==> src/raccoon_defines.svh <==
`ifndef RACCOON_DEFINES_SVH
`define RACCOON_DEFINES_SVH

// Number of hardware threads in the barrel processor
`define RACCOON_THREADS 4

// Width of the node part of a ring packet ID
`define RACCOON_NODE_W 6

// Node number used when the top level is not given one
`define RACCOON_NODE_DEFAULT 6'd0

// Width of load/store data and of the address
`define RACCOON_DATA_W 32

`endif

==> src/raccoon_pkg.sv <==
`include "raccoon_defines.svh"

package raccoon_pkg;

  // A thread number, also used for the issuing pipeline slice
  typedef logic [$clog2(`RACCOON_THREADS)-1:0] thread_id_t;

  // One ring packet, 79 bits, valid in the top bit
  typedef struct packed {
    logic                       valid;
    logic                       wr;
    logic                       ack;
    logic [`RACCOON_NODE_W-1:0] node;
    thread_id_t                 thread;
    logic [3:0]                 mask;
    logic [`RACCOON_DATA_W-1:0] data;
    logic [`RACCOON_DATA_W-1:0] addr;
  } racc_pkt_t;

  // Load or store request as issued by the pipeline
  typedef struct packed {
    logic                       wr;
    logic [`RACCOON_DATA_W-1:0] addr;
    logic [3:0]                 mask;
    logic [`RACCOON_DATA_W-1:0] wdata;
    logic [2:0]                 wb_reg;
  } lsu_req_t;

  // A thread slot holds exactly what the pipeline issued
  typedef lsu_req_t thread_slot_t;

  // Formatted load data going back to the register file
  typedef struct packed {
    thread_id_t                 slice;
    logic [2:0]                 sel;
    logic [`RACCOON_DATA_W-1:0] data;
  } load_result_t;

  // The slice that issues a memory op is two stages ahead of its thread
  function automatic thread_id_t thread_of_slice(thread_id_t slice);
    return slice + thread_id_t'(2);
  endfunction

endpackage

==> src/raccoon_req_decode.sv <==
`include "raccoon_defines.svh"

module raccoon_req_decode
(
  input  logic                      CLK,
  input  logic                      RST,

  input  raccoon_pkg::thread_id_t   slice,
  input  logic                      req_valid,
  input  raccoon_pkg::lsu_req_t     req,

  input  logic [`RACCOON_THREADS-1:0] ack,

  output logic [`RACCOON_THREADS-1:0] pending,
  output raccoon_pkg::thread_slot_t slots [`RACCOON_THREADS]
);

  import raccoon_pkg::*;

  // One-hot request for the thread behind the issuing slice
  logic [`RACCOON_THREADS-1:0] req_hot;

  always_comb
  begin
    req_hot = '0;
    if (req_valid)
    begin
      req_hot[thread_of_slice(slice)] = 1'b1;
    end
  end

  // A thread stays pending from its request until the ring acknowledges it.
  // Retry leaves the bit alone, the thread simply waits longer
  always_ff @(posedge CLK or posedge RST)
  begin
    if (RST)
    begin
      pending <= '0;
    end
    else
    begin
      pending <= (pending & ~ack) | req_hot;
    end
  end

  // Each thread keeps its own copy of the request so that it can be
  // sent again after a retry
  for (genvar t = 0; t < `RACCOON_THREADS; t++)
  begin : g_slot
    always_ff @(posedge CLK)
    begin
      if (req_hot[t])
      begin
        slots[t] <= req;
      end
    end
  end

  // The pipeline honours the stall outputs, so a thread never issues a
  // second request while its first one is still on the ring
  a_no_req_while_pending : assert property (
    @(posedge CLK) disable iff (RST)
    req_valid |-> !pending[thread_of_slice(slice)]
  );

  // An ack only arrives for a thread that has a transaction outstanding
  a_ack_only_when_pending : assert property (
    @(posedge CLK) disable iff (RST)
    (ack & ~pending) == '0
  );

endmodule

==> src/raccoon_bus_execute.sv <==
`include "raccoon_defines.svh"

module raccoon_bus_execute
#(
  parameter logic [`RACCOON_NODE_W-1:0] NODE_ID = `RACCOON_NODE_DEFAULT
)
(
  input  logic                        CLK,
  input  logic                        RST,

  input  raccoon_pkg::racc_pkt_t      ring_in,
  output raccoon_pkg::racc_pkt_t      ring_out,

  input  logic [`RACCOON_THREADS-1:0] pending,
  input  raccoon_pkg::thread_slot_t   slots [`RACCOON_THREADS],

  output raccoon_pkg::racc_pkt_t      rx,
  output logic [`RACCOON_THREADS-1:0] ack,
  output logic [`RACCOON_THREADS-1:0] retry
);

  import raccoon_pkg::*;

  logic                        owned;
  logic                        forward;
  logic [`RACCOON_THREADS-1:0] owned_hot;

  thread_id_t                  turn;
  logic [`RACCOON_THREADS-1:0] sent;
  logic [`RACCOON_THREADS-1:0] sent_next;
  logic                        mark_vld;
  thread_id_t                  mark_thr;
  racc_pkt_t                   send_pkt;

  // Ring input is registered before anything looks at it
  always_ff @(posedge CLK or posedge RST)
  begin
    if (RST)
    begin
      rx <= '0;
    end
    else
    begin
      rx <= ring_in;
    end
  end

  // A packet carrying our node number is a response to one of our threads.
  // Anything else that is valid belongs to another node and moves on
  assign owned   = rx.valid && (rx.node == NODE_ID);
  assign forward = rx.valid && (rx.node != NODE_ID);

  always_comb
  begin
    owned_hot = '0;
    if (owned)
    begin
      owned_hot[rx.thread] = 1'b1;
    end
  end

  assign ack   = rx.ack ? owned_hot : '0;
  assign retry = rx.ack ? '0 : owned_hot;

  // Request packet for the thread whose turn it is
  always_comb
  begin
    send_pkt        = '0;
    send_pkt.valid  = 1'b1;
    send_pkt.wr     = slots[turn].wr;
    send_pkt.ack    = 1'b0;
    send_pkt.node   = NODE_ID;
    send_pkt.thread = turn;
    send_pkt.mask   = slots[turn].mask;
    send_pkt.data   = slots[turn].wdata;
    send_pkt.addr   = slots[turn].addr;
  end

  // Forwarding wins over sending and holds the turn counter, which is the
  // only way the ring slows this node down
  always_ff @(posedge CLK or posedge RST)
  begin
    if (RST)
    begin
      turn     <= '0;
      mark_vld <= 1'b0;
      mark_thr <= '0;
      ring_out <= '0;
    end
    else if (forward)
    begin
      mark_vld <= 1'b0;
      ring_out <= rx;
    end
    else
    begin
      turn <= turn + thread_id_t'(1);
      if (pending[turn] && !sent[turn])
      begin
        mark_vld <= 1'b1;
        mark_thr <= turn;
        ring_out <= send_pkt;
      end
      else
      begin
        mark_vld <= 1'b0;
        ring_out <= '0;
      end
    end
  end

  // Sent follows the mark by one cycle and drops on the response, so a
  // retried thread is picked up again on a later turn
  always_comb
  begin
    for (int t = 0; t < `RACCOON_THREADS; t++)
    begin
      sent_next[t] = (sent[t] || (mark_vld && (mark_thr == thread_id_t'(t))))
                     && !ack[t] && !retry[t];
    end
  end

  always_ff @(posedge CLK or posedge RST)
  begin
    if (RST)
    begin
      sent <= '0;
    end
    else
    begin
      sent <= sent_next;
    end
  end

  // A response only comes back for a packet this node has put on the ring
  a_resp_only_when_sent : assert property (
    @(posedge CLK) disable iff (RST)
    ((ack | retry) & ~sent) == '0
  );

endmodule

==> src/raccoon_load_result.sv <==
`include "raccoon_defines.svh"

module raccoon_load_result
(
  input  logic                        CLK,
  input  logic                        RST,

  input  raccoon_pkg::racc_pkt_t      rx,
  input  logic [`RACCOON_THREADS-1:0] ack,
  input  raccoon_pkg::thread_slot_t   slots [`RACCOON_THREADS],

  output logic                        load_valid,
  output raccoon_pkg::load_result_t   load
);

  import raccoon_pkg::*;

  logic [3:0]                 resp_mask;
  logic [2:0]                 resp_reg;
  logic [`RACCOON_DATA_W-1:0] resp_data;

  // The response carries no mask or register, so take them from the slot
  assign resp_mask = slots[rx.thread].mask;
  assign resp_reg  = slots[rx.thread].wb_reg;

  // Byte and halfword loads land in the low bits, zero extended
  always_comb
  begin
    case (resp_mask)
      4'b0001: resp_data = {24'd0, rx.data[7:0]};
      4'b0010: resp_data = {24'd0, rx.data[15:8]};
      4'b0100: resp_data = {24'd0, rx.data[23:16]};
      4'b1000: resp_data = {24'd0, rx.data[31:24]};
      4'b0011: resp_data = {16'd0, rx.data[15:0]};
      4'b1100: resp_data = {16'd0, rx.data[31:16]};
      default: resp_data = rx.data;
    endcase
  end

  // Stores complete silently, only loads write back
  always_ff @(posedge CLK or posedge RST)
  begin
    if (RST)
    begin
      load_valid <= 1'b0;
    end
    else
    begin
      load_valid <= (|ack) && !rx.wr;
    end
  end

  always_ff @(posedge CLK)
  begin
    load.slice <= rx.thread;
    load.sel   <= resp_reg;
    load.data  <= resp_data;
  end

endmodule

==> src/raccoon_lsu.sv <==
`include "raccoon_defines.svh"

module raccoon_lsu
#(
  parameter logic [`RACCOON_NODE_W-1:0] NODE_ID = `RACCOON_NODE_DEFAULT
)
(
  input  logic                        CLK,
  input  logic                        RST,

  input  raccoon_pkg::thread_id_t     slice,
  input  logic                        req_valid,
  input  raccoon_pkg::lsu_req_t       req,
  output logic [`RACCOON_THREADS-1:0] stall,

  output logic                        load_valid,
  output raccoon_pkg::load_result_t   load,

  input  raccoon_pkg::racc_pkt_t      ring_in,
  output raccoon_pkg::racc_pkt_t      ring_out
);

  import raccoon_pkg::*;

  logic [`RACCOON_THREADS-1:0] pending;
  logic [`RACCOON_THREADS-1:0] ack;
  thread_slot_t                slots [`RACCOON_THREADS];
  racc_pkt_t                   rx;

  // A thread is held in the pipeline for as long as it has a transaction out
  assign stall = pending;

  raccoon_req_decode req_decode_inst (
    .CLK       (CLK),
    .RST       (RST),
    .slice     (slice),
    .req_valid (req_valid),
    .req       (req),
    .ack       (ack),
    .pending   (pending),
    .slots     (slots)
  );

  // Retry only matters inside execute, where it clears the sent bit
  raccoon_bus_execute #(
    .NODE_ID (NODE_ID)
  ) bus_execute_inst (
    .CLK      (CLK),
    .RST      (RST),
    .ring_in  (ring_in),
    .ring_out (ring_out),
    .pending  (pending),
    .slots    (slots),
    .rx       (rx),
    .ack      (ack),
    .retry    ()
  );

  raccoon_load_result load_result_inst (
    .CLK        (CLK),
    .RST        (RST),
    .rx         (rx),
    .ack        (ack),
    .slots      (slots),
    .load_valid (load_valid),
    .load       (load)
  );

endmodule

==> config.mk <==
export PLATFORM = sky130hd
export DESIGN_NAME = raccoon_lsu
export DESIGN_NICKNAME = d
export VERILOG_FILES = /design/src/raccoon_pkg.sv /design/src/raccoon_req_decode.sv /design/src/raccoon_bus_execute.sv /design/src/raccoon_load_result.sv /design/src/raccoon_lsu.sv
export VERILOG_INCLUDE_DIRS = /design/src
export SDC_FILE = /design/constraint.sdc
export NUM_CORES = 1
export LEC_CHECK = 0
export ABC_CLOCK_PERIOD_IN_PS = 10630
export BUFFER_PORTS_ARGS = -buffer_cell sky130_fd_sc_hd__buf_2
export CAP_MARGIN = 20
export CORE_MARGIN = 5
export CORE_UTILIZATION = 50
export DETAILED_ROUTE_END_ITERATION = 6
export GPL_TIMING_DRIVEN = 0
export HOLD_SLACK_MARGIN = 0.06
export PLACE_DENSITY_LB_ADDON = 0.08
export SYNTH_ARGS = -nofsm -noshare
export SYNTH_HDL_FRONTEND = slang
export SYNTH_HIERARCHICAL = 1
export SYNTH_SLANG_ARGS = --single-unit
==> constraint.sdc <==
create_clock -name CLK -period 10.63 [get_ports CLK]
set_clock_uncertainty 0.05 [all_clocks]
set_input_delay 2.126 -clock CLK [delete_from_list [all_inputs] [get_ports CLK]]
set_output_delay 2.126 -clock CLK [all_outputs]
set_load 0.02 [all_outputs]
==> metrics.md, run 1 <==
| Metric | Value |
|---|---|
| Initial antenna violation count | `6` |
| Placed Area | `19810 µm²` |
| Pwr Total | `5.172 mW` |
| Met3 Resource Use GR | `4.622%` |
| Hold Path Class | `reg -> reg` |
| CP Capture Type | `primary output` |
| Max cap viols | `0` |
| H-tree depth | `2` |
| P per Cell Area | `239.1 nW/µm²` |
| Clock Latency Late Sink | `0.56 ns` |
| Clk root buf | `clkbuf_16` |
| Least-Margin Pin Slew | `0.9527 ns` |
| PostCTS Resize Cnt | `0` |
| M2 GR Usage | `32.28%` |
| Post-Syn Nets | `1137` |
| Max frequency | `300.3 MHz` |
| Post-route cell area | `21630 µm²` |
| Number of placement rows | `68` |
| Clock-pin slew on the worst setup and hold paths | `0.06 ns` |
| Critical Path AT | `1.15 ns` |
| TritonCTS clock tree | `done` |
| Clock sinks | `497` |
| Area delta synth->final | `22.83%` |
| Busiest grt layer | `met2` |
| Routability cong. | `0.8518` |
| Layout cells sized above 1 | `35.90%` |
| VDD IR max | `142.0 µV` |
| RSZ-0062 raised after global routing | `false` |
| First-pass detailed-route iteration total | `5` |
| HPWL after DPL | `26.22 mm` |
| Met1 Usage GRT | `28.52%` |
| Worst path top cell family by delay | `flip-flops` |
| Worst Hold Slack | `0.3922 ns` |
| Worst slew margin | `36.49%` |
| Critical path class | `reg -> out` |
| Place WS | `6.815 ns` |
| CP startpoint kind | `register` |
| Placed cells | `1723` |
| CTS max path bufs | `3` |
| Worst-path fanout max | `1` |
| Core ar. | `34630 µm²` |
| # IOs | `277` |
| Final Core Density | `62.47%` |
| WP data required | `8.45 ns` |
| Die span in y | `197.7 µm` |
| Fill cell count | `2586` |
| Status | `finished, final reports clean` |
| IO buf count | `276` |
| Via count | `9470` |
| First-pass GRT wire length | `60.39 mm` |
| Overall routed net length | `39.33 mm` |
| Die area | `39080 µm²` |
| Post-synthesis area per instance | `17.95 µm²` |
| Starting Density | `50.86%` |
| Via density | `5.200` |
| # hold bufs at CTS | `0` |
| Tot GR Track Use | `20.33%` |
| DRC violation total after the first TritonRoute iteration | `659` |
| Fin. max-slew vios | `0` |
| Worst stage delay on the critical path | `0.41 ns` |
| Slowest CP cell | `dfrtp_1` |
| Static Leak | `8.858 nW` |
| Remaining DRCs | `0` |
| Largest net degree at the start of global routing | `120` |
| Final Critical Period | `3.330 ns` |
| DRT antenna net count | `0` |
| Chip width | `197.7 µm` |
| Yosys Warn Count | `6` |
| Cell Count, Final, Fillers Out | `1821` |
| Setup TNS | `0 ns` |
| Setup-failing EPs final | `0` |
| CTS buffer count | `50` |
| # Post-CTS Setup Buffers | `0` |
| Crit-path cells | `buf_2` |
| Routed WL per cell | `21.60 µm` |
| Period utilization | `31.33%` |
| Syn Std Cell Area | `17610 µm²` |
| Fin worst setup slack | `7.300 ns` |
| Total gr overflow | `0` |
| Vias in the first global route | `9983` |
| Bufs and invs on worst path | `1` |
| Fin. Hold Viols | `0` |
| NumNets Final | `1476` |
| Synth Instances | `981` |
## metal layers
metal,vias to the layer above,wire length [µm]
li1,4310,-
met1,4773,16800
met2,304,18950
met3,75,2544
met4,8,992
met5,-,41
## flip-flops by register name (all words and copies together) (netlist names)
name	cells
bus_execute_inst/mark_vld	1
bus_execute_inst/mark_thr	2
load_result_inst/load	37
bus_execute_inst/turn	2
req_decode_inst/slots	288
bus_execute_inst/rx	79
bus_execute_inst/ring_out	79
bus_execute_inst/sent	4
load_result_inst/load_valid	1
req_decode_inst/pending	4
## final timing paths
kind | slack (ns) | cells after the start | from | to
min in group asynchronous | 1.40 | 2 | RST | load_result_inst/load_valid
setup / recovery | 7.30 | 1 | bus_execute_inst/ring_out[50] | ring_out[50]
hold / removal | 0.39 | 2 | bus_execute_inst/rx[14] | bus_execute_inst/ring_out[14]
setup reg to reg | 7.99 | 5 | bus_execute_inst/turn[1] | bus_execute_inst/ring_out[37]
hold reg to reg | 0.39 | 2 | bus_execute_inst/rx[14] | bus_execute_inst/ring_out[14]
max in group asynchronous | 8.06 | 3 | RST | bus_execute_inst/ring_out[24]
## where the power goes
group | total, mW | internal [mW] | switching, mW
clock network | 1.89 | 1.17 | 0.716
registers | 2.28 | 2.21 | 0.0676
logic | 1.00 | 0.430 | 0.569
## layout by cell type (no fill, tap or decap), types with 3 or more instances in the layout
| cell | n |
|---|---|
| nand3b_1 | 8 |
| dfrtp_1 | 172 |
| dfxtp_1 | 37 |
| buf_2 | 288 |
| edfxtp_1 | 288 |
| nand2b_1 | 3 |
| bufinv_16 | 8 |
| a22o_1 | 13 |
| nor3_1 | 3 |
| nand3_1 | 4 |
| buf_16 | 3 |
| clkbuf_2 | 3 |
| nand2_1 | 91 |
| buf_12 | 3 |
| clkbuf_16 | 57 |
| inv_1 | 79 |
| clkinv_1 | 6 |
| mux4_2 | 76 |
| o21ai_0 | 29 |
| a221o_1 | 6 |
| clkbuf_1 | 26 |
| buf_8 | 5 |
| o21ai_2 | 10 |
| a21oi_1 | 8 |
| diode_2 | 4 |
| and2_1 | 24 |
| buf_6 | 6 |
| clkinv_2 | 11 |
| nor2_1 | 8 |
| o21ai_1 | 38 |
## area by class of cell
cell class	count	area [µm²]	area share, %
buffer	41	221.5	1.024
inverter	80	307.8	1.423
antenna	4	10.01	0.04627
multi-input combinational	363	3417	15.80
clock buffer	68	1488	6.878
tap	455	569.3	2.632
timing repair buffer	287	1599	7.392
sequential	497	13690	63.30
clock inverter	26	325.3	1.504
(Power assumes the default switching activity.)
==> run 2: changes to the inputs <==
ABC_AREA = 1   (was not set)
ABC_CLOCK_PERIOD_IN_PS = 3350   (was 10630)
clock period = 3.35 ns   (was 10.63 ns; I/O delays follow)
==> run 2 against run 1 <==
Largest power group unchanged. Sequential cell count stayed put. Non-clock buffer count rose by 40. Die area increased by 11%. Combinational power grew to 4.7 times the previous value. Sequential power rose to 3.2 times the previous value. Clock power increased to 2.9 times the previous value. Worst hold slack lost 0.25 ns. Global-route usage rose by 2.1 points. Final cell count increased by 51%. Critical path depth rose by 9. Routed wire length is 24% higher.
==> metrics.md, run 2 <==
| Metric | Value |
|---|---|
| Routability cong. | `0.8436 (-0.96%)` |
| Worst r2r src | `bus_execute_inst/rx[69]` |
| Final Core Density | `60.77% (-1.7 points)` |
| Initial antenna violation count | `9 (+3)` |
| Commonest non-fill, non-tap cell in the layout | `nand2_1` |
| DRC violation total after the first TritonRoute iteration | `748 (+14%)` |
| Fin. max-slew vios | `0 (unchanged)` |
| Worst-path fanout max | `10 (+9)` |
| Clock-pin slew on the worst setup and hold paths | `0.06 ns (about the same)` |
| Storage cell area | `13690 µm² (unchanged)` |
| IO buf count | `276 (unchanged)` |
| CTS max path bufs | `3 (unchanged)` |
| CP most frequent cell | `nand2_1` |
| Fin. Hold Viols | `0 (unchanged)` |
| # Post-CTS Setup Buffers | `0 (unchanged)` |
| Clk root buf | `clkbuf_16` |
| Syn Std Cell Area | `19590 µm² (+11%)` |
| Clock sinks | `497 (unchanged)` |
| Pwr Total | `17.51 mW (+240%)` |
| Vias in the first global route | `13490 (+35%)` |
| Via count | `13340 (+41%)` |
| Tot GR Track Use | `22.48% (+2.1 points)` |
| Number of placement rows | `72 (+5.9%)` |
| Die span in y | `208.0 µm (+5.2%)` |
| First-pass detailed-route iteration total | `5 (unchanged)` |
| Hold_sp | `ring_in[0]` |
| DRT antenna net count | `0 (unchanged)` |
| # IOs | `277 (unchanged)` |
| Multi-input logic area | `4144 µm² (+21%)` |
| Worst reg-to-reg setup slack | `1.24 ns (-6.75 ns)` |
| CP Capture Type | `register` |
| Chip width | `208.0 µm (+5.2%)` |
| Routed WL per cell | `17.77 µm (-18%)` |
| Worst slew margin | `56.80% (+20 points)` |
| Area delta synth->final | `20.14%` |
| Hold Path Class | `in -> reg` |
| Period utilization | `62.89%` |
| Die area | `43250 µm² (+11%)` |
| Worst stage delay on the critical path | `0.47 ns (+0.06 ns)` |
| NumNets Final | `2345 (+59%)` |
| Static Leak | `11.55 nW (+30%)` |
| Remaining DRCs | `0 (unchanged)` |
| Setup-failing EPs final | `0 (unchanged)` |
| CTS buffer count | `52 (+4.0%)` |
| RSZ-0062 raised after global routing | `false` |
| Critical Path AT | `2.51 ns (+1.36 ns)` |
| Max cap viols | `0 (unchanged)` |
| HPWL after DPL | `33.06 mm (+26%)` |
| Register with the most flip-flops | `req_decode_inst/slots` |
| # hold bufs at CTS | `1 (+1)` |
| Largest registers | `req_decode_inst/slots (288), bus_execute_inst/ring_out (79), bus_execute_inst/rx (79)` |
| Layout cells sized above 1 | `21.74% (-14 points)` |
| H-tree depth | `2 (unchanged)` |
| Starting Density | `50.58% (-0.27 points)` |
| Critical path class | `reg -> reg` |
| Core ar. | `38740 µm² (+12%)` |
| Worst Hold Slack | `0.1420 ns (-0.2502 ns)` |
| Least-Margin Pin Slew | `0.6467 ns (-0.3061 ns)` |
| Synth Instances | `1850 (+89%)` |
| Status | `finished, final reports clean` |
| Max frequency | `474.6 MHz` |
| First-pass GRT wire length | `76.04 mm (+26%)` |
| Fill cell count | `3229 (+25%)` |
| Total gr overflow | `0 (unchanged)` |
| Placed Area | `21830 µm² (+10%)` |
| Setup TNS | `0 ns (unchanged)` |
| Crit-path cells | `buf_4, inv_2, nand3_1, nand2_1, buf_2, nor2_2, nand2_1, nor2_1, nor2_1, nand2_1` |
| Post-route cell area | `23540 µm² (+8.8%)` |
| Most frequent cells in the layout | `nand2_1, buf_2, inv_1` |
| P per Cell Area | `743.9 nW/µm² (+210%)` |
| CP Launch Point | `bus_execute_inst/rx[69]` |
| Via density | `4.844 (-6.8%)` |
| Clock Latency Late Sink | `0.58 ns (+0.02 ns)` |
| Final Critical Period | `2.107 ns` |
| Largest net degree at the start of global routing | `48 (-60%)` |
| Largest register FFs | `288 (unchanged)` |
| Yosys Warn Count | `6 (unchanged)` |
| Post-synthesis area per instance | `10.59 µm² (-41%)` |
| WP data required | `3.75 ns (-4.70 ns)` |
| Post-Syn Nets | `2006 (+76%)` |
| Slowest CP cell | `dfrtp_1` |
| Overall routed net length | `48.93 mm (+24%)` |
| PostCTS Resize Cnt | `0 (unchanged)` |
| CP startpoint kind | `register` |
| VDD IR max | `451.7 µV (+220%)` |
| TritonCTS clock tree | `done` |
## run 2: layer usage
metal,global-route usage [%],vias to the layer above,part of all wire [%]
li1,-,6560,-
met1,29.66,6286,42
met2,37.33,398,48
met3,5.633,85,7.1
met4,6.591,12,2.3
met5,0,-,0.12
## run 2: report_power, final
group	internal, mW	switching [mW]	leakage [nW]
clock	3.24	2.32	0.833
combinational	1.41	3.27	5.69
sequential	7.07	0.206	5.02
total	11.7	5.79	11.6
## run 2: final timing paths
check,end,cells after the start
worst min register to register,load_result_inst/load_valid,1
worst max register to register,load_result_inst/load[0],10
worst min-delay path,bus_execute_inst/rx[0],1
worst max-delay path,load_result_inst/load[0],10
max in group asynchronous,bus_execute_inst/ring_out[43],6
min in group asynchronous,load_result_inst/load_valid,3
## run 2: through the flow
stage | setup slack [ns] | cells
3_5_place_dp | 1.205 | 2652
6_report | 1.243 | 2754
4_1_cts | 1.237 | 2749
5_1_grt | 1.110 | 2750
2_1_floorplan | 0.5032 | 1850
3_3_place_gp | -0.7950 | 2644
## run 2: critical path, delay by kind of cell (launching register included)
kind,cells,cell delay [ns]
DFF,1,0.47
buffers and inverters,3,0.63
and+or+nand+nor,7,0.83
## run 2: layout make-up
| type | instances | area share (%) |
|---|---|---|
| sequential | 497 | 58.17 |
| multi-input combinational | 930 | 17.60 |
| timing repair buffer | 285 | 6.718 |
| clock buffer | 75 | 6.612 |
| inverter | 340 | 5.533 |
| tap | 518 | 2.753 |
| buffer | 83 | 1.988 |
| clock inverter | 21 | 0.5687 |
| antenna | 5 | 0.05315 |
==> run 3: changes to the inputs <==
ABC_CLOCK_PERIOD_IN_PS = 2100   (was 3350)
clock period = 2.1 ns   (was 3.35 ns; I/O delays follow)
==> run 3 against run 2 <==
Global-route usage rose by 0.88 points. Die area did not move. Worst hold slack improved by 0.0022 ns. Sequential power rose by 60%. Combinational power rose by 66%. Critical endpoint is now bus_execute_inst/ring_out[38]. Fmax rose by 3.7%. Critical path depth fell by 4. Final cell count rose by 5.5%. Sequential share of layout area fell by 3.7 points. Sequential cell count did not move.
==> metrics.md, run 3 (synthesis gave the netlist of run 2 again) <==
| Metric | Value |
|---|---|
| Register with the most flip-flops | `req_decode_inst/slots` |
| Worst-path fanout max | `10 (unchanged)` |
| CP startpoint kind | `register` |
| Fill cell count | `3025 (-6.3%)` |
| DRC violation total after the first TritonRoute iteration | `1048 (+40%)` |
| Setup-failing EPs final | `0 (unchanged)` |
| Period utilization | `96.72% (+34 points)` |
| R2R cell count | `6 (-4)` |
| Critical Path AT | `2.44 ns (-0.07 ns)` |
| Via count | `13960 (+4.6%)` |
| Tot GR Track Use | `23.36% (+0.88 points)` |
| Fin. Hold Viols | `0 (unchanged)` |
| CTS buffer count | `50 (-3.8%)` |
| # IOs | `277 (unchanged)` |
| Worst Hold Slack | `0.1442 ns (+0.002230 ns)` |
| VDD IR max | `687.6 µV (+52%)` |
| Largest net degree at the start of global routing | `43 (-10%)` |
| R2R Path End | `bus_execute_inst/ring_out[38]` |
| Area delta synth->final | `28.26%` |
| Fin worst setup slack | `0.06882 ns (-1.174 ns)` |
| Worst reg-to-reg setup slack | `0.07 ns (-1.17 ns)` |
| Clock Latency Late Sink | `0.58 ns (about the same)` |
| P per Cell Area | `1128 nW/µm² (+52%)` |
| Hold Crit Endpoint | `req_decode_inst/pending[2]` |
| Core ar. | `38740 µm² (unchanged)` |
| TritonCTS clock tree | `done` |
| Total gr overflow | `0 (unchanged)` |
| Via density | `4.804 (-0.84%)` |
| Routed WL per cell | `17.45 µm (-1.8%)` |
| Largest registers | `req_decode_inst/slots (288), bus_execute_inst/ring_out (79), bus_execute_inst/rx (79)` |
| IO buf count | `276 (unchanged)` |
| Chip width | `208.0 µm (unchanged)` |
| Hold_sp | `req_valid` |
| Initial antenna violation count | `5 (-4)` |
| NumNets Final | `2499 (+6.6%)` |
| First-pass GRT wire length | `79.37 mm (+4.4%)` |
| Starting Density | `50.58% (unchanged)` |
| H-tree depth | `2 (unchanged)` |
| RSZ-0062 raised after global routing | `false` |
| CP most frequent cell | `buf_2` |
| Least-Margin Pin Slew | `0.6238 ns (-0.02287 ns)` |
| Remaining DRCs | `0 (unchanged)` |
| Worst slew margin | `58.41% (+1.6 points)` |
| Number of placement rows | `72 (unchanged)` |
| Max cap viols | `0 (unchanged)` |
| Worst stage delay on the critical path | `0.37 ns (-0.10 ns)` |
| Clock-pin slew on the worst setup and hold paths | `0.06 ns (about the same)` |
| Final Critical Period | `2.031 ns (-0.07572 ns)` |
| Hold Path Depth | `3 (+2)` |
| Die span in y | `208.0 µm (unchanged)` |
| Most frequent cells in the layout | `nand2_1, buf_2, inv_1` |
| Static Leak | `12.18 nW (+5.4%)` |
| CP Capture Type | `register` |
| Worst r2r src | `bus_execute_inst/turn[1]` |
| Hold Path Class | `in -> reg` |
| Commonest non-fill, non-tap cell in the layout | `nand2_1` |
| Largest register FFs | `288 (unchanged)` |
| Vias in the first global route | `14220 (+5.4%)` |
| Clk root buf | `clkbuf_16` |
| Crit-path cells | `buf_2, inv_2, nand3_2, buf_2, nand4_1, nand2_1` |
| Status | `finished, final reports clean` |
| WP data required | `2.51 ns (-1.24 ns)` |
| Clock sinks | `497 (unchanged)` |
| Overall routed net length | `50.72 mm (+3.7%)` |
| First-pass detailed-route iteration total | `5 (unchanged)` |
| Die area | `43250 µm² (unchanged)` |
| Fin. max-slew vios | `0 (unchanged)` |
| CTS max path bufs | `3 (unchanged)` |
| Critical path class | `reg -> reg` |
| Slowest CP cell | `nand3_2` |
| Layout cells sized above 1 | `20.50% (-1.2 points)` |
| Max frequency | `492.3 MHz (+3.7%)` |
| DRT antenna net count | `0 (unchanged)` |
| Routability cong. | `0.8632 (+2.3%)` |
| Place WS | `0.006937 ns (-1.198 ns)` |
| HPWL after DPL | `33.93 mm (+2.6%)` |
-- run 3: changes by cell type in the layout (fill, tap and decap cells not counted), moves of 3 or more --
cell and delta:
nor2_1 -3, inv_4 -5, clkinvlp_4 +3, clkbuf_1 +4
buf_16 -4, buf_12 +8, bufinv_16 +3, dlygate4sd3_1 +151
-- run 3: where the power goes --
| group | switching, mW | total [mW] | internal (mW) |
|---|---|---|---|
| registers | 0.325 | 11.6 | 11.3 |
| logic | 5.32 | 7.75 | 2.44 |
| clock network | 3.65 | 9.00 | 5.35 |
| total | 9.29 | 28.4 | 19.1 |
-- run 3: area by class of cell --
class,instances,area [µm²],area share (%)
diodes,3,7.507,0.02987
plain buffers,83,470.5,1.872
clock buffers,75,1511,6.014
clock inverters,19,180.2,0.7170
inverters,340,1310,5.213
multi-input cells,930,4156,16.54
flip-flops and latches,497,13700,54.50
well taps,518,648.1,2.579
repair buffers,441,3151,12.54
-- run 3: per-layer routing --
layer / vias to the layer above / wire length, µm / global-route usage [%]
li1: 6856 / - / -
met1: 6561 / 21010 / 30.98
met2: 446 / 25090 / 39.85
met3: 90 / 3288 / 4.218
met4: 6 / 1309 / 6.840
met5: - / 22 / 0
-- run 3: through the flow --
step	power [mW]	std cells	utilization (%)	setup TNS [ns]	area [µm²]
after detailed placement	19.32	2656	56.49	0	21880
after floorplan	16.58	1850	-	-82.96	19610
after global routing	29.81	2904	64.86	0	25130
final	28.35	2906	64.87	0	25130
after global placement	19.20	2644	55.87	-597.46	21640
after CTS	28.58	2902	64.79	0	25100
-- run 3: worst max-delay path, delay by kind of cell, from the launching register on --
family	cells	cell delay, ns
buffers and inverters	3	0.84
DFF	1	0.35
and+or+nand+nor	3	0.64
-- run 3: repair_timing --
action                                  CTS  global route
hold endpoints to repair                389             0
endpoints found under the setup margin    2            12
hold buffers                            152             0
gates resized for setup                   2             6
setup buffers                             0             1
-- run 3: worst max path at each step --
stage | start | end | slack [ns] | cells after the start
final | bus_execute_inst/turn[1] | bus_execute_inst/ring_out[38] | 0.07 | 6
after detailed placement | bus_execute_inst/rx[68] | load_result_inst/load[5] | 0.007 | 12
after floorplan | RST | bus_execute_inst/mark_thr[0] | -0.50 | 1
after CTS | bus_execute_inst/turn[1] | bus_execute_inst/ring_out[38] | 0.03 | 6
after global routing | bus_execute_inst/rx[68] | load_result_inst/load[5] | 0.02 | 13
after global placement | RST | bus_execute_inst/rx[50] | -1.68 | 2
